File: src/design/stepper_pkg.sv
package stepper_pkg;

  // AXI4-Lite bus shape
  localparam int AXI_ADDR_W = 8;
  localparam int AXI_DATA_W = 32;
  localparam int AXI_STRB_W = AXI_DATA_W / 8;
  localparam logic [1:0] RESP_OKAY = 2'b00;

  // Register byte offsets, one 32-bit word each
  localparam logic [AXI_ADDR_W-1:0] ADDR_CTRL    = 8'h00;
  localparam logic [AXI_ADDR_W-1:0] ADDR_PERIOD  = 8'h04;
  localparam logic [AXI_ADDR_W-1:0] ADDR_STEPS   = 8'h08;
  localparam logic [AXI_ADDR_W-1:0] ADDR_CURRENT = 8'h0C;
  localparam logic [AXI_ADDR_W-1:0] ADDR_STATUS  = 8'h10; // Read only

  // CTRL fields
  localparam int CTRL_ENABLE_BIT = 0;
  localparam int CTRL_DIR_BIT    = 1; // 1 = forward through the table
  localparam int CTRL_MSTEP_LSB  = 2; // Bits 4:2

  localparam int MSTEP_W   = 3;
  localparam int PHASE_W   = 3;
  localparam int PERIOD_W  = 16;
  localparam int STEPS_W   = 16;
  localparam int CURRENT_W = 8;

  localparam int CUR_A_LSB = 0; // CURRENT[7:0]
  localparam int CUR_B_LSB = 8; // CURRENT[15:8]

  // STATUS fields
  localparam int STAT_BUSY_BIT  = 0;
  localparam int STAT_PHASE_LSB = 1;
  localparam int STAT_STEPS_LSB = 16;

  // Coil word layout
  localparam int COIL_W  = 4;
  localparam int COIL_A1 = 0;
  localparam int COIL_A2 = 1;
  localparam int COIL_B1 = 2;
  localparam int COIL_B2 = 3;

  // Half-step drive pattern, {b2, b1, a2, a1}
  localparam logic [COIL_W-1:0] COIL_TABLE [0:(1<<PHASE_W)-1] = '{
    4'b1010, 4'b0010, 4'b0110, 4'b0100,
    4'b0101, 4'b0001, 4'b1001, 4'b1000
  };

  localparam int MSTEP_MAX = 2; // Finest mode the table supports

  // Table entries to move per step tick
  function automatic logic [PHASE_W-1:0] phase_inc(input logic [MSTEP_W-1:0] mode);
    logic [MSTEP_W-1:0] m;
    m = (mode > MSTEP_W'(MSTEP_MAX)) ? MSTEP_W'(MSTEP_MAX) : mode; // Clamp
    return PHASE_W'(4) >> m; // 4, 2 or 1
  endfunction

endpackage

File: src/design/phase_sequencer.sv
`timescale 1ns/1ps

module phase_sequencer import stepper_pkg::*; (
  input  logic               step,
  input  logic               rst_n,
  input  logic               step_tick,
  input  logic               enable,
  input  logic               dir,        // 1 walks the table upward
  input  logic [MSTEP_W-1:0] microsteps,
  output logic               phase_a1,
  output logic               phase_a2,
  output logic               phase_b1,
  output logic               phase_b2,
  output logic [PHASE_W-1:0] phase_idx
);

  logic [PHASE_W-1:0] inc;
  logic [PHASE_W-1:0] idx_next;
  logic [COIL_W-1:0]  coil_q;

  assign inc = phase_inc(microsteps); // 4, 2 or 1 entries

  // Index wraps naturally in 3 bits
  always_comb begin
    idx_next = phase_idx;
    if (step_tick) begin
      idx_next = dir ? phase_idx + inc : phase_idx - inc;
    end
  end

  always_ff @(posedge step or negedge rst_n) begin
    if (!rst_n) begin
      phase_idx <= '0;
      coil_q    <= '0; // All coils off
    end else begin
      phase_idx <= idx_next;
      // Look up the new entry so the coils follow the tick by one cycle
      if (enable) begin
        coil_q <= COIL_TABLE[idx_next];
      end else begin
        coil_q <= '0; // Bridges released
      end
    end
  end

  assign phase_a1 = coil_q[COIL_A1];
  assign phase_a2 = coil_q[COIL_A2];
  assign phase_b1 = coil_q[COIL_B1];
  assign phase_b2 = coil_q[COIL_B2];

endmodule

File: src/design/step_rate_gen.sv
`timescale 1ns/1ps

module step_rate_gen import stepper_pkg::*; (
  input  logic                step,
  input  logic                rst_n,
  input  logic                enable,
  input  logic                start,      // Load step_count
  input  logic [STEPS_W-1:0]  step_count,
  input  logic [PERIOD_W-1:0] period,     // Cycles per step
  output logic                step_tick,
  output logic                busy,
  output logic [STEPS_W-1:0]  steps_left
);

  logic [PERIOD_W-1:0] interval_cnt;
  logic [PERIOD_W-1:0] eff_period;

  assign eff_period = (period == '0) ? PERIOD_W'(1) : period; // Zero runs as one

  always_ff @(posedge step or negedge rst_n) begin
    if (!rst_n) begin
      interval_cnt <= '0;
      steps_left   <= '0;
      busy         <= 1'b0;
      step_tick    <= 1'b0;
    end else begin
      step_tick <= 1'b0;
      if (start) begin
        // New count wins even mid-move
        interval_cnt <= eff_period;
        steps_left   <= step_count;
        busy         <= (step_count != '0);
      end else if (busy) begin
        if (step_tick && steps_left == '0) begin
          busy <= 1'b0; // Drop one cycle after the final tick
        end else if (enable && steps_left != '0) begin
          if (interval_cnt <= PERIOD_W'(1)) begin
            step_tick    <= 1'b1;
            interval_cnt <= eff_period;   // Next interval
            steps_left   <= steps_left - 1'b1;
          end else begin
            interval_cnt <= interval_cnt - 1'b1;
          end
        end
        // Enable low holds both counters
      end
    end
  end

endmodule

File: src/design/stepper_regs.sv
`timescale 1ns/1ps

module stepper_regs import stepper_pkg::*; (
  input  logic                  step,
  input  logic                  rst_n,
  // Write address and data
  input  logic [AXI_ADDR_W-1:0] awaddr,
  input  logic                  awvalid,
  output logic                  awready,
  input  logic [AXI_DATA_W-1:0] wdata,
  input  logic [AXI_STRB_W-1:0] wstrb,
  input  logic                  wvalid,
  output logic                  wready,
  // Write response
  output logic [1:0]            bresp,
  output logic                  bvalid,
  input  logic                  bready,
  // Read channels
  input  logic [AXI_ADDR_W-1:0] araddr,
  input  logic                  arvalid,
  output logic                  arready,
  output logic [AXI_DATA_W-1:0] rdata,
  output logic [1:0]            rresp,
  output logic                  rvalid,
  input  logic                  rready,
  // Status from the motor blocks
  input  logic                  busy,
  input  logic [STEPS_W-1:0]    steps_left,
  input  logic [PHASE_W-1:0]    phase_idx,
  // Configuration to the motor blocks
  output logic                  enable,
  output logic                  dir,
  output logic [MSTEP_W-1:0]    microsteps,
  output logic [PERIOD_W-1:0]   period,
  output logic [STEPS_W-1:0]    step_count,
  output logic                  start,
  output logic [CURRENT_W-1:0]  current_a,
  output logic [CURRENT_W-1:0]  current_b
);

  logic [AXI_DATA_W-1:0] ctrl_q;
  logic [AXI_DATA_W-1:0] period_q;
  logic [AXI_DATA_W-1:0] steps_q;
  logic [AXI_DATA_W-1:0] current_q;
  logic [AXI_DATA_W-1:0] status_word;
  logic [AXI_DATA_W-1:0] rd_word;
  logic                  wr_hs; // Write accepted this cycle
  logic                  rd_hs; // Read accepted this cycle

  // Byte-lane merge of new data into a stored word
  function automatic logic [AXI_DATA_W-1:0] merge_strb(
    input logic [AXI_DATA_W-1:0] old_val,
    input logic [AXI_DATA_W-1:0] new_val,
    input logic [AXI_STRB_W-1:0] strb
  );
    logic [AXI_DATA_W-1:0] res;
    res = old_val;
    for (int i = 0; i < AXI_STRB_W; i++) begin
      if (strb[i]) begin
        res[i*8 +: 8] = new_val[i*8 +: 8];
      end
    end
    return res;
  endfunction

  assign wready = awready;                    // Both ready strobes move together
  assign wr_hs  = awready && awvalid && wvalid;
  assign bresp  = RESP_OKAY;

  // Write path, single-cycle ready then held response
  always_ff @(posedge step or negedge rst_n) begin
    if (!rst_n) begin
      awready   <= 1'b0;
      bvalid    <= 1'b0;
      start     <= 1'b0;
      ctrl_q    <= '0; // Motor disabled out of reset
      period_q  <= '0;
      steps_q   <= '0;
      current_q <= '0;
    end else begin
      awready <= awvalid && wvalid && !awready && !bvalid;
      start   <= 1'b0; // One-cycle pulse
      if (wr_hs) begin
        bvalid <= 1'b1;
        case (awaddr)
          ADDR_CTRL:    ctrl_q    <= merge_strb(ctrl_q, wdata, wstrb);
          ADDR_PERIOD:  period_q  <= merge_strb(period_q, wdata, wstrb);
          ADDR_CURRENT: current_q <= merge_strb(current_q, wdata, wstrb);
          ADDR_STEPS: begin
            steps_q <= merge_strb(steps_q, wdata, wstrb);
            start   <= 1'b1; // Kick off or reload a move
          end
          default: ; // STATUS and holes swallow the write
        endcase
      end else if (bvalid && bready) begin
        bvalid <= 1'b0;
      end
    end
  end

  // Live status word
  always_comb begin
    status_word = '0;
    status_word[STAT_BUSY_BIT] = busy;
    status_word[STAT_PHASE_LSB +: PHASE_W] = phase_idx;
    status_word[STAT_STEPS_LSB +: STEPS_W] = steps_left;
  end

  // Read mux
  always_comb begin
    case (araddr)
      ADDR_CTRL:    rd_word = ctrl_q;
      ADDR_PERIOD:  rd_word = period_q;
      ADDR_STEPS:   rd_word = steps_q;
      ADDR_CURRENT: rd_word = current_q;
      ADDR_STATUS:  rd_word = status_word;
      default:      rd_word = '0; // Unmapped reads as zero
    endcase
  end

  assign arready = !rvalid; // Ready unless a response waits
  assign rd_hs   = arvalid && arready;
  assign rresp   = RESP_OKAY;

  always_ff @(posedge step or negedge rst_n) begin
    if (!rst_n) begin
      rvalid <= 1'b0;
    end else if (rd_hs) begin
      rvalid <= 1'b1;
    end else if (rready) begin
      rvalid <= 1'b0;
    end
  end

  // Read data captured at the handshake
  always_ff @(posedge step) begin
    if (rd_hs) begin
      rdata <= rd_word;
    end
  end

  // Field extraction
  assign enable     = ctrl_q[CTRL_ENABLE_BIT];
  assign dir        = ctrl_q[CTRL_DIR_BIT];
  assign microsteps = ctrl_q[CTRL_MSTEP_LSB +: MSTEP_W];
  assign period     = period_q[PERIOD_W-1:0];
  assign step_count = steps_q[STEPS_W-1:0];
  assign current_a  = current_q[CUR_A_LSB +: CURRENT_W];
  assign current_b  = current_q[CUR_B_LSB +: CURRENT_W];

endmodule

File: src/design/stepper_top.sv
`timescale 1ns/1ps

module stepper_top import stepper_pkg::*; (
  input  logic                  step,
  input  logic                  rst_n,
  // AXI4-Lite slave
  input  logic [AXI_ADDR_W-1:0] awaddr,
  input  logic                  awvalid,
  output logic                  awready,
  input  logic [AXI_DATA_W-1:0] wdata,
  input  logic [AXI_STRB_W-1:0] wstrb,
  input  logic                  wvalid,
  output logic                  wready,
  output logic [1:0]            bresp,
  output logic                  bvalid,
  input  logic                  bready,
  input  logic [AXI_ADDR_W-1:0] araddr,
  input  logic                  arvalid,
  output logic                  arready,
  output logic [AXI_DATA_W-1:0] rdata,
  output logic [1:0]            rresp,
  output logic                  rvalid,
  input  logic                  rready,
  // Motor side
  output logic                  phase_a1,
  output logic                  phase_a2,
  output logic                  phase_b1,
  output logic                  phase_b2,
  output logic                  vref_a,
  output logic                  vref_b,
  output logic                  busy
);

  logic                 enable;
  logic                 dir;
  logic [MSTEP_W-1:0]   microsteps;
  logic [PERIOD_W-1:0]  period;
  logic [STEPS_W-1:0]   step_count;
  logic                 start;
  logic [CURRENT_W-1:0] current_a;
  logic [CURRENT_W-1:0] current_b;
  logic                 step_tick;
  logic [STEPS_W-1:0]   steps_left;
  logic [PHASE_W-1:0]   phase_idx;

  // Register file and bus slave
  stepper_regs u_regs (
    .step(step), .rst_n(rst_n),
    .awaddr(awaddr), .awvalid(awvalid), .awready(awready),
    .wdata(wdata), .wstrb(wstrb), .wvalid(wvalid), .wready(wready),
    .bresp(bresp), .bvalid(bvalid), .bready(bready),
    .araddr(araddr), .arvalid(arvalid), .arready(arready),
    .rdata(rdata), .rresp(rresp), .rvalid(rvalid), .rready(rready),
    .busy(busy), .steps_left(steps_left), .phase_idx(phase_idx),
    .enable(enable), .dir(dir), .microsteps(microsteps), .period(period),
    .step_count(step_count), .start(start),
    .current_a(current_a), .current_b(current_b)
  );

  // Step tick source
  step_rate_gen u_rate (
    .step(step), .rst_n(rst_n), .enable(enable), .start(start),
    .step_count(step_count), .period(period),
    .step_tick(step_tick), .busy(busy), .steps_left(steps_left)
  );

  phase_sequencer u_seq (
    .step(step), .rst_n(rst_n), .step_tick(step_tick), .enable(enable),
    .dir(dir), .microsteps(microsteps),
    .phase_a1(phase_a1), .phase_a2(phase_a2),
    .phase_b1(phase_b1), .phase_b2(phase_b2),
    .phase_idx(phase_idx)
  );

  // One current reference per winding
  vref_pwm vref_a_gen (.step(step), .rst_n(rst_n), .level(current_a), .vref(vref_a));
  vref_pwm vref_b_gen (.step(step), .rst_n(rst_n), .level(current_b), .vref(vref_b));

endmodule

File: src/design/vref_pwm.sv
`timescale 1ns/1ps

module vref_pwm import stepper_pkg::*; (
  input  logic                 step,
  input  logic                 rst_n,
  input  logic [CURRENT_W-1:0] level, // Duty in 1/256 steps
  output logic                 vref
);

  logic [CURRENT_W-1:0] cnt; // Free-running, 256-cycle frame

  always_ff @(posedge step or negedge rst_n) begin
    if (!rst_n) begin
      cnt  <= '0;
      vref <= 1'b0;
    end else begin
      cnt  <= cnt + 1'b1;
      vref <= (cnt < level); // High for level counts per frame
    end
  end

endmodule

File: config.mk
export PLATFORM = sky130hd
export DESIGN_NAME = stepper_top
export DESIGN_NICKNAME = d
export VERILOG_FILES = /design/src/design/stepper_pkg.sv /design/src/design/phase_sequencer.sv /design/src/design/step_rate_gen.sv /design/src/design/stepper_regs.sv /design/src/design/stepper_top.sv /design/src/design/vref_pwm.sv
export SDC_FILE = /design/constraint.sdc
export NUM_CORES = 1
export LEC_CHECK = 0
export BUFFER_PORTS_ARGS = -buffer_cell sky130_fd_sc_hd__clkbuf_2
export CORE_ASPECT_RATIO = 0.75
export CORE_MARGIN = 5
export CORE_UTILIZATION = 45
export DETAILED_ROUTE_END_ITERATION = 10
export SLEW_MARGIN = 20
export SYNTH_ARGS = -nofsm -noshare
export SYNTH_HDL_FRONTEND = slang
export SYNTH_SLANG_ARGS = --single-unit
File: constraint.sdc
create_clock -name step -period 3.75 [get_ports step]
set_input_delay 0.5625 -clock step [delete_from_list [all_inputs] [get_ports step]]
set_output_delay 0.5625 -clock step [all_outputs]
set_load 0.03 [all_outputs]
### Word level (Yosys, flattened, before mapping)

Memories as Yosys holds them, arrays and structs flattened.
Cells that the tools add are included.

* register bits after elaboration: 223
* bits in latches: 0
* RAM bits: 0
* bits in read-only memories: 32
* bits of input ports: 59
* output and inout port bits: 48
* logic and storage cells: 126
* memories: 1

Memory list
* (name not given): depth 8, bits a word 4, read ports 1, clocked after Yosys merged registers in 0, wr ports 0, line phase_sequencer.sv:39 `coil_q <= COIL_TABLE[idx_next];`

* $add $sub $neg: 6
* multipliers: 0
* divide/modulo/power cells: 0
* $lt $le $gt $ge: 5
* equality and inequality tests: 8
* shift-type cells: 1
* multiplexer cells: 32
* bitwise logic cells: 1
* reductions and logical operators: 41

Operators by type and width (count)
* 16-bit two-way mux: 11
* 32-bit case mux with 5 select lines: 1
* 3-bit AND reduction: 17
* 8-bit by 4-bit equality test with 1-bit output, second input constant: 4
* 16-bit zero test: 2
* 16-bit nonzero test: 2
* 16-bit by 1-bit subtractor with 16-bit output, second input constant: 2
* 8-bit by 1-bit adder with 8-bit output, second input constant: 2
* 8-bit by 3-bit equality test with 1-bit output, second input constant: 2
* 16-bit by 1-bit less-or-equal comparator with 1-bit output, second input constant: 1
* 8-bit zero test: 2
* 8-bit < comparator: 2
* 1-bit two-way mux: 14
* 4-bit two-way mux: 3
* 2-bit nonzero test: 5
* 1-bit logical AND: 9
* 3-bit two-way mux: 3
* 8-bit by 5-bit equality test with 1-bit output, second input constant: 1
* 4-bit greater-or-equal comparator, second input constant: 1
* 3-bit NOT with 4-bit output: 1
* 4-bit AND reduction: 1
* 3-bit adder: 1
* 3-bit by 2-bit greater-than comparator with 1-bit output, second input constant: 1
* 1-bit zero test: 3
* other kinds (3): 3

### Depth between registers and ports, before layout

Gate-level depths: netlist of run 1.

* depth after elaboration: 11
* gate-level depth with buffers: 11
* gate-level depth less buffers: 11

### By module

Synthesis of run 1 repeated with hierarchy kept, for this count alone.

* cells, all modules: 952
* area, all modules: 11871.4 um^2

By module, submodules not included
* stepper_regs: instances 1, cells an instance 531, area each 7913.8 um^2, sequential area each 4264.1 um^2
* step_rate_gen: instances 1, cells an instance 276, area each 2448.6 um^2, sequential area each 850.8 um^2
* vref_pwm (vref_a_gen): instances 1, cells an instance 49, area each 508.0 um^2, sequential area each 225.2 um^2
* vref_pwm (vref_b_gen): instances 1, cells an instance 49, area each 501.7 um^2, sequential area each 225.2 um^2
* phase_sequencer: instances 1, cells an instance 47, area each 499.2 um^2, sequential area each 175.2 um^2

### Worst setup path after synthesis of run 1

Ideal clock, no wire load.

* path kind: input -> register
* start: in awaddr[1]
* end: reg u_regs.current_q[0]
* setup time: 125 ps
* arrival: 2348 ps
* required time: 3625 ps
* setup slack: 1277 ps
* stages: 5
* cells stage by stage: or4_4 -> nor4_4 -> nand2_4 -> nor2_2 -> mux2_2

* longest elaborated chain between the ends: 2

Ends and longest elaborated chain
* start: declaration: line stepper_top.sv:7 `input logic [AXI_ADDR_W-1:0] awaddr,`
* 8-bit by 4-bit equality test with 1-bit output: line stepper_regs.sv:85 `case (awaddr)`
* 3-bit AND reduction (no line)
* end signal: assignment: line stepper_regs.sv:88 `ADDR_CURRENT: current_q <= merge_strb(current_q, wdata, wstrb);`
* end: declaration: line stepper_regs.sv:44 `logic [AXI_DATA_W-1:0] current_q;`

Every way passes these cells.
A chain may end at the register's enable or synchronous reset.

### Worst setup path after layout of run 1

* start: reg u_regs.ctrl_q[4]
* end: reg u_seq.coil_q[3]

* longest elaborated chain between the ends: 11

Ends and longest elaborated chain
* start: declaration: line stepper_regs.sv:41 `logic [AXI_DATA_W-1:0] ctrl_q;`
* start signal: assignment: line stepper_regs.sv:86 `ADDR_CTRL: ctrl_q <= merge_strb(ctrl_q, wdata, wstrb);`
* 3-bit by 2-bit greater-than comparator with 1-bit output: line stepper_pkg.sv:53 `m = (mode > MSTEP_W'(MSTEP_MAX)) ? MSTEP_W'(MSTEP_MAX) : mode;`
* 3-bit two-way mux (*): line stepper_pkg.sv:53
* 3-bit by 3-bit right shift with 3-bit output (*): line stepper_pkg.sv:54 `return PHASE_W'(4) >> m;`
* 3-bit subtractor or 3-bit adder (tied branches): line phase_sequencer.sv:27 `idx_next = dir ? phase_idx + inc : phase_idx - inc;`
* 3-bit two-way mux (*): line phase_sequencer.sv:27
* 3-bit two-way mux (*): line phase_sequencer.sv:26 `if (step_tick) begin`
* 3-bit NOT with 4-bit output (not written as such) (*): line phase_sequencer.sv:39
* memory read 8 x 4 bit (*)
* 4-bit two-way mux (not written as such) (*) (2 in a row): line phase_sequencer.sv:39
* 4-bit two-way mux (*): line phase_sequencer.sv:38 `if (enable) begin`
* end signal: assignment: line phase_sequencer.sv:39
* end: declaration: line phase_sequencer.sv:19 `logic [COIL_W-1:0] coil_q;`

Mark *: on every way between the ends. The rest lies on a longest branch, timed or not. The select of a mux whose other input is x is not followed.

==> impl_metrics.ini, run 1 <==
[finish]
multi_input_area_um2 = 4750
finish.instance_area_um2 = 12500
area_growth_pct = 15.3
fill_cells = 2115
layout.nets = 1091
diodes = 0
register_area_um2 = 5740
drive_gt1_frac = 0.310
layout_commonest_cell = dfrtp_1
final_cell_mix = dfrtp_1, mux2_2, clkbuf_2, o21ai_0, nor2_1

[cts]
cts_tree = yes
cts.sinks = 223
post-cts-setup-buffer-count = 0
cts_buffers = 23
clockBufferDepth = 3
cts_htree_levels = 1
cts.clk_slew.worst_paths_ns = 0.06
cts-root-buf = clkbuf_16
insertion_delay_ns = 0.51
cts_resized = 0
ctsHoldBuffers = 0

[critical_path]
r2r_end = u_seq.coil_q[3]
end_kind = flip-flop
rrSetupSlack_ns = 1.03
r2r_start = u_regs.ctrl_q[4]
crit_path_max_fanout = 4
crit_type = flip-flop to flip-flop
cp.arrival_ns = 3.13
crit_start = u_regs.ctrl_q[4]
cp_data_required_time_ns = 4.16
ff2ff_path_depth = 10
start_kind = flip-flop

[routing]
via_count = 7895
wl_per_cell_um = 21.2
drc = 0
ant_nets = 0
drt_iter0_drc = 557
wirelength_mm = 28.2
vias_per_cell = 5.93
firstDrtPassIters = 6

[pwr]
peakVddDrop_v = 0.000320
total_power_mw = 5.17
power.leakage_nw = 5.85
p_per_area_nw_per_um2 = 415

[sta]
slew_headroom = 0.507
fin_crit_ns = 2.72
rsz0062_at_grt = false
finClkSkew_ns = 0.0131
max_freq_ghz = 0.368
fin_crit_sh = 0.726
tns_ns = 0
finalHoldViolCount = 0
slew_violations = 0
setup_viol = 0
max_slew.worst_pin.slew_ns = 0.732

[yosys]
synthCells = 906
syn_area_per_cell_um2 = 11.9
synth_area_um2 = 10800
synth_cell_type_count = 71
synth_seq_cells = 223
yosysWarnings = 0
synth_edf_count = 32
synthArstFlopShare = 0.857
synth-main-ff-cell = dfrtp_1
seq_area_frac_synth = 0.531

[global_route]
grt_max_degree = 71
busiest_layer = met1
grt_pass1_wl_mm = 44.9
grt_use_met2 = 0.310
grt_pass1_vias = 7849
track_usage = 0.207
overflow = 0
use_met3 = 0.0352
antenna_found_initial = 0
use_met1 = 0.321

[worst_hold_path]
hold_class = primary input to async pin

[floorplan]
coreArea_um2 = 23800
die_h_um = 144
die-width_um = 189
design.die.area_um2 = 27200
initial_core_util = 0.454
rows = 49
ioPinCount = 107

[placement]
numPortBuffers = 102
dp_hpwl_mm = 19.8
gp_congestion = 0.888
place_area_um2 = 11700

[run_status]
status = finished clean

[run]
drv_cap = 0
[cell type report]
class / instances / share of cell area
Clock buffer: 31 / 0.0510
Clock inverter: 9 / 0.0101
Inverter: 39 / 0.0117
Multi-Input combinational cell: 603 / 0.381
Sequential cell: 223 / 0.461
Tap cell: 306 / 0.0307
Timing Repair Buffer: 120 / 0.0545
[state kept, by name (all words and copies together) (netlist names), 4 cells and up]
register,cells
u_regs.current_q,32
vref_b_gen.cnt,8
u_regs.period_q,32
u_rate.interval_cnt,16
u_regs.ctrl_q,32
vref_a_gen.cnt,8
u_seq.coil_q,4
u_regs.steps_q,32
u_rate.steps_left,16
u_regs.rdata,32
[cells by family after synthesis]
| group | synth area share |
|---|---|
| simple gates | 0.111 |
| xor+xnor | 0.0126 |
| fa+ha+maj | 0.0262 |
| compound gates | 0.120 |
| buf+inv | 0.0314 |
| mux | 0.168 |
| flops | 0.531 |
| other cells | 0.000347 |
[worst max path at each step]
| stage | end | slack (ns) | cells after the start |
|---|---|---|---|
| after floorplan | u_regs.current_q[0] | 1.28 | 5 |
| after global placement | u_regs.rdata[14] | 1.09 | 6 |
| after detailed placement | u_seq.coil_q[3] | 1.06 | 10 |
| after CTS | u_seq.coil_q[3] | 1.03 | 10 |
| after global routing | u_seq.coil_q[3] | 0.76 | 10 |
| final | u_seq.coil_q[3] | 1.03 | 10 |
[worst max-delay path, stage by stage, from the launching register on]
cell and delay [ns]:
dfrtp_1 0.41, nor2_1 0.21, nand2_1 0.11, ha_1 0.28, inv_1 0.05, mux2i_1 0.08, fa_1 0.41, xnor3_1 0.41
o21ai_0 0.35, nand3_1 0.13, a21oi_1 0.19
[synthesized netlist by cell type, drive strengths merged, types with 8 or more instances]
master	count	area share
nor3	24	0.016
nand3	14	0.0065
dfrtp	191	0.44
buf	13	0.0071
ha	21	0.024
a22oi	34	0.024
nand2	32	0.014
clkbuf	31	0.011
or3	11	0.0064
xnor2	9	0.0073
nor2	61	0.024
mux2i	37	0.034
a221o	8	0.0074
mux2	128	0.13
or4	10	0.0076
inv	39	0.014
a21oi	33	0.015
edfxtp	32	0.089
nor4	24	0.017
a211oi	8	0.0056
o21ai	55	0.027
[metal layers]
layer,part of all wire,vias to the layer above
met4,0.014,0
met1,0.49,3990
met2,0.42,277
li1,-,3596
met5,0,-
met3,0.066,32
[power by group]
group	internal [mW]	total [mW]	switching, mW	leakage (nW)
clock network	1.39	2.33	0.932	0.374
logic	0.0934	0.340	0.247	2.53
registers	2.49	2.51	0.0185	2.95
total	3.98	5.17	1.20	5.85
[per-stage QoR]
step / instances / hold slack [ns] / utilization / setup slack, ns
4_1_cts: 1330 / 0.0790 / 0.523 / 1.03
5_1_grt: 1331 / 0.107 / 0.524 / 0.759
3_5_place_dp: 1290 / 0.456 / 0.491 / 1.06
2_1_floorplan: 909 / 0.267 / - / 1.28
3_3_place_gp: 1290 / 0.448 / 0.491 / 1.09
6_report: 1331 / 0.0631 / 0.524 / 1.03
No activity file was read; power rests on OpenSTA's default activity.
==> run 2: changes to the inputs <==
--- a/config.mk
+++ b/config.mk
@@ -10,6 +10,7 @@
 export CORE_MARGIN = 5
 export CORE_UTILIZATION = 45
 export DETAILED_ROUTE_END_ITERATION = 10
+export PLACE_DENSITY = 0.66
 export SLEW_MARGIN = 20
 export SYNTH_ARGS = -nofsm -noshare
 export SYNTH_HDL_FRONTEND = slang
==> constraint.sdc (replaced) <==
create_clock -name step -period 2.4 [get_ports step]
set_input_delay 0.36 -clock step [delete_from_list [all_inputs] [get_ports step]]
set_output_delay 0.36 -clock step [all_outputs]
set_load 0.03 [all_outputs]
==> impl_metrics.ini, run 2 (synthesized netlist as in run 1, its figures left out) <==
[routing]
vias_per_cell = 5.80
via_count = 8098
drc = 0
wirelength_mm = 28.1
wl_per_cell_um = 20.1
firstDrtPassIters = 5
drt_iter0_drc = 611
ant_nets = 0

[global_route]
overflow = 0
track_usage = 0.205
grt_max_degree = 79
grt_pass1_vias = 8122
antenna_found_initial = 0
grt_pass1_wl_mm = 45.2

[floorplan]
die_h_um = 144
design.die.area_um2 = 27200
die-width_um = 189
rows = 49
coreArea_um2 = 23800
initial_core_util = 0.454
ioPinCount = 107

[sta]
slew_headroom = 0.513
slew_violations = 0
setup_viol = 0
max_freq_ghz = 0.434
finClkSkew_ns = 0.0108
finalHoldViolCount = 0
max_slew.worst_pin.slew_ns = 0.730
layout_setup_ws_ns = 0.0963
fin_crit_ns = 2.30
tns_ns = 0
fin_crit_sh = 0.960

[critical_path]
crit_type = flip-flop to flip-flop
crit_family = simple AND/OR/NAND/NOR gates
end_kind = flip-flop
cp_slowest_stage_delay_ns = 0.56
cp_data_required_time_ns = 2.80
start_kind = flip-flop
crit_path_max_fanout = 7
cp_slowest_cell = or4_4
worstPathCellList = or4_4 -> or3_1 -> nor3_1 -> a31oi_1 -> a211o_1
cp.arrival_ns = 2.71
worst-path-buf-inv = 0

[placement]
dp_hpwl_mm = 20.2
place_area_um2 = 12300
numPortBuffers = 102
gp_congestion = 0.939
placed_cells = 1352
place_ws_ns = -0.0512

[finish]
diodes = 0
final_cell_mix = dfrtp_1, mux2_2, clkbuf_2, buf_4, o21ai_0
layout_commonest_cell = dfrtp_1
layout.nets = 1154
finalNonFillerCells = 1396
final_util = 0.550
drive_gt1_frac = 0.353
area_growth_pct = 21.1
finish.instance_area_um2 = 13100

[cts]
cts.sinks = 223
cts_tree = yes
cts-root-buf = clkbuf_16
cts_htree_levels = 1
clockBufferDepth = 3
cts_buffers = 23
cts.clk_slew.worst_paths_ns = 0.07
insertion_delay_ns = 0.52

[pwr]
power.leakage_nw = 6.20
p_per_area_nw_per_um2 = 622
peakVddDrop_v = 0.000421

[worst_hold_path]
hold_class = primary input to flip-flop

[run]
drv_cap = 0

[run_status]
status = finished clean
-- run 2: area by class of cell --
type,count,area [um^2]
clock inverters,15,161
repair buffers,183,1290
multi-input cells,603,4760
flip-flops and latches,223,5740
clock buffers,27,601
fillers,2050,10700
well taps,306,383
inverters,39,146
-- run 2: worst reg2reg max path: cells and delay by family (launching register included) --
kind	cells	cell delay, ns
compound gates	2	0.42
flops	1	0.40
simple gates	3	1.38
-- run 2: what timing repair did --
| item | in CTS | in global routing |
|---|---|---|
| hold buffers | 1 | 0 |
| setup endpoints to repair | 4 | 10 |
| pin swaps | 1 | 2 |
| buffers inserted | 0 | 1 |
| endpoints found under the hold margin | 72 | 0 |
| resized for setup | 0 | 4 |
-- run 2: layer usage --
metal | vias up | global-route usage | routed length, um
met4 | 0 | 0.0349 | 359
li1 | 3706 | - | -
met1 | 4043 | 0.316 | 13700
met3 | 33 | 0.0403 | 2180
met5 | - | 0 | 0
met2 | 316 | 0.307 | 11800
-- run 2: worst paths after layout --
check                                         endpoint  cells after the start  slack [ns]              startpoint
worst min register to register          u_regs.awready                      1        0.47           u_regs.bvalid
worst min-delay path                     u_regs.rvalid                      2        0.01                  rready
min in group asynchronous                u_regs.rvalid                      2        0.44                   rst_n
worst max-delay path             u_rate.steps_left[11]                      5         0.1  u_rate.interval_cnt[7]
max in group asynchronous       u_rate.interval_cnt[2]                      3        1.18                   rst_n
worst max register to register   u_rate.steps_left[11]                      5         0.1  u_rate.interval_cnt[7]
-- run 2: per-stage QoR --
| stage | power, mW | hold slack [ns] |
|---|---|---|
| after floorplan | 4.26 | 0.0644 |
| final | 8.14 | 0.0116 |
| after global placement | 4.54 | 0.447 |
| after detailed placement | 4.55 | 0.462 |
| after global routing | 8.43 | 0.00818 |
| after CTS | 8.19 | 0.00558 |
-- run 2: where the power goes --
| part | total (mW) | internal [mW] | switching (mW) |
|---|---|---|---|
| combinational | 0.566 | 0.176 | 0.390 |
| clock | 3.66 | 2.12 | 1.53 |
| sequential | 3.92 | 3.89 | 0.0272 |
==> run 3: changes to the inputs <==
--- a/config.mk
+++ b/config.mk
@@ -11,6 +11,7 @@
 export CORE_UTILIZATION = 45
 export DETAILED_ROUTE_END_ITERATION = 10
 export PLACE_DENSITY = 0.66
+export RECOVER_POWER = 25
 export SLEW_MARGIN = 20
 export SYNTH_ARGS = -nofsm -noshare
 export SYNTH_HDL_FRONTEND = slang
==> impl_metrics.ini, run 3 (synthesized netlist as in run 1, its figures left out) <==
[run_status]
status = finished clean

[pwr]
p_seq_frac = 0.482
p_per_area_nw_per_um2 = 622
pwr-share-clk = 0.449
pwr-share-comb = 0.069
switching_share = 0.239
peakVddDrop_v = 0.000421
p_int_mw = 6.18
total_power_mw = 8.12
switching_power_mw = 1.94
power.leakage_nw = 6.18

[sta]
slew_headroom = 0.225
max_freq_ghz = 0.430
max_slew.worst_pin.slew_ns = 1.16
setup_viol = 0
slew_violations = 0
finClkSkew_ns = 0.00754
fin_crit_ns = 2.33
tns_ns = 0
finalHoldViolCount = 0
fin_crit_sh = 0.970

[floorplan]
ioPinCount = 107
coreArea_um2 = 23800
die-width_um = 189
rows = 49
initial_core_util = 0.454
design.die.area_um2 = 27200
die_h_um = 144

[critical_path]
cp_slowest_stage_delay_ns = 0.56
start_kind = flip-flop
crit_family = simple AND/OR/NAND/NOR gates
worstPathCellList = or4_4 -> or3_1 -> nor3_1 -> a31oi_1 -> a211o_1
worst-path-buf-inv = 0
crit_type = flip-flop to flip-flop
end_kind = flip-flop
cp_slowest_cell = or4_4
cp.arrival_ns = 2.73
cp_data_required_time_ns = 2.80
crit_path_max_fanout = 7

[cts]
clockBufferDepth = 3
cts_tree = yes
cts-root-buf = clkbuf_16
insertion_delay_ns = 0.51
cts.clk_slew.worst_paths_ns = 0.07
cts.sinks = 223
cts_htree_levels = 1
cts_buffers = 23

[finish]
area_growth_pct = 20.8
fill_cells = 2055
finalNonFillerCells = 1396
diodes = 0
final_cell_mix = dfrtp_1, mux2_2, clkbuf_2, buf_4, o21ai_0
layout_commonest_cell = dfrtp_1
layout.nets = 1154
drive_gt1_frac = 0.353

[placement]
gp_congestion = 0.939
placed_cells = 1352
dp_hpwl_mm = 20.2
numPortBuffers = 102

[routing]
wl_per_cell_um = 20.1
ant_nets = 0
vias_per_cell = 5.77
firstDrtPassIters = 5
drc = 0
drt_iter0_drc = 562
via_count = 8061
wirelength_mm = 28.0

[global_route]
grt_pass1_vias = 8122
overflow = 0
grt_pass1_wl_mm = 45.2
track_usage = 0.205
busiest_layer = met1
grt_max_degree = 79
antenna_found_initial = 0
use_met1 = 0.316
grt_use_met2 = 0.307
use_met3 = 0.0403

[worst_hold_path]
hold_class = primary input to flip-flop

[run]
drv_cap = 0
run 3: cell type report:
cell class                 instances  area (um^2)  share of cell area
multi-input combinational        603         4760               0.365
sequential                       223         5740               0.440
tap                              306          383              0.0293
clock buffer                      27          601              0.0460
clock inverter                    15          161              0.0124
timing repair buffer             183         1260              0.0962
inverter                          39          146              0.0112
run 3: power by group through the flow:
stage / sequential [mW] / combinational (mW) / clock [mW]
floorplan: 4.06 / 0.198 / 0
global placement: 3.98 / 0.557 / 0
detailed placement: 3.99 / 0.559 / 0
CTS: 3.92 / 0.564 / 3.72
global route: 3.92 / 0.606 / 3.90
finish: 3.92 / 0.557 / 3.65
run 3: worst register-to-register path, cell delays in order, from the launching register on:
cell and delay [ns]:
dfrtp_1 0.40, or4_4 0.56, or3_1 0.51, nor3_1 0.32, a31oi_1 0.13, a211o_1 0.29
run 3: what timing repair did:
| action | in CTS | in global routing |
|---|---|---|
| gates resized for setup | 0 | 4 |
| setup endpoints to repair | 4 | 10 |
| hold buffers | 1 | 0 |
| setup buffers | 0 | 1 |
| cloned | 0 | 0 |
| pin swaps | 1 | 2 |
| endpoints found under the hold margin | 72 | 0 |
run 3: layer usage:
layer | wire length, um | vias up
li1 | - | 3709
met1 | 13800 | 4023
met2 | 11800 | 297
met3 | 2050 | 32
met4 | 376 | 0
met5 | 0 | -
run 3: path summary, 6_finish.rpt:
path | end | cells past startpoint | slack [ns] | from
max reg2reg | u_rate.steps_left[11] | 5 | 0.07 | u_rate.interval_cnt[7]
min in group asynchronous | u_seq.coil_q[0] | 2 | 0.65 | rst_n
min | u_regs.rvalid | 2 | 0.01 | rready
max in group asynchronous | u_regs.steps_q[9] | 3 | 0.52 | rst_n
max | u_rate.steps_left[11] | 5 | 0.07 | u_rate.interval_cnt[7]
min reg2reg | u_regs.awready | 1 | 0.47 | u_regs.bvalid
run 3: metrics by stage:
| step | cell area [um^2] | util | hold WS [ns] | setup slack, ns |
|---|---|---|---|---|
| 2_1_floorplan | 10800 | - | 0.0644 | 0.00474 |
| 4_1_cts | 13100 | 0.549 | 0.00558 | 0.0987 |
| 3_5_place_dp | 12300 | 0.516 | 0.462 | -0.0512 |
| 5_1_grt | 13100 | 0.549 | 0.00818 | -0.00950 |
| 6_report | 13100 | 0.549 | 0.0116 | 0.0729 |
| 3_3_place_gp | 12300 | 0.516 | 0.447 | -0.0296 |
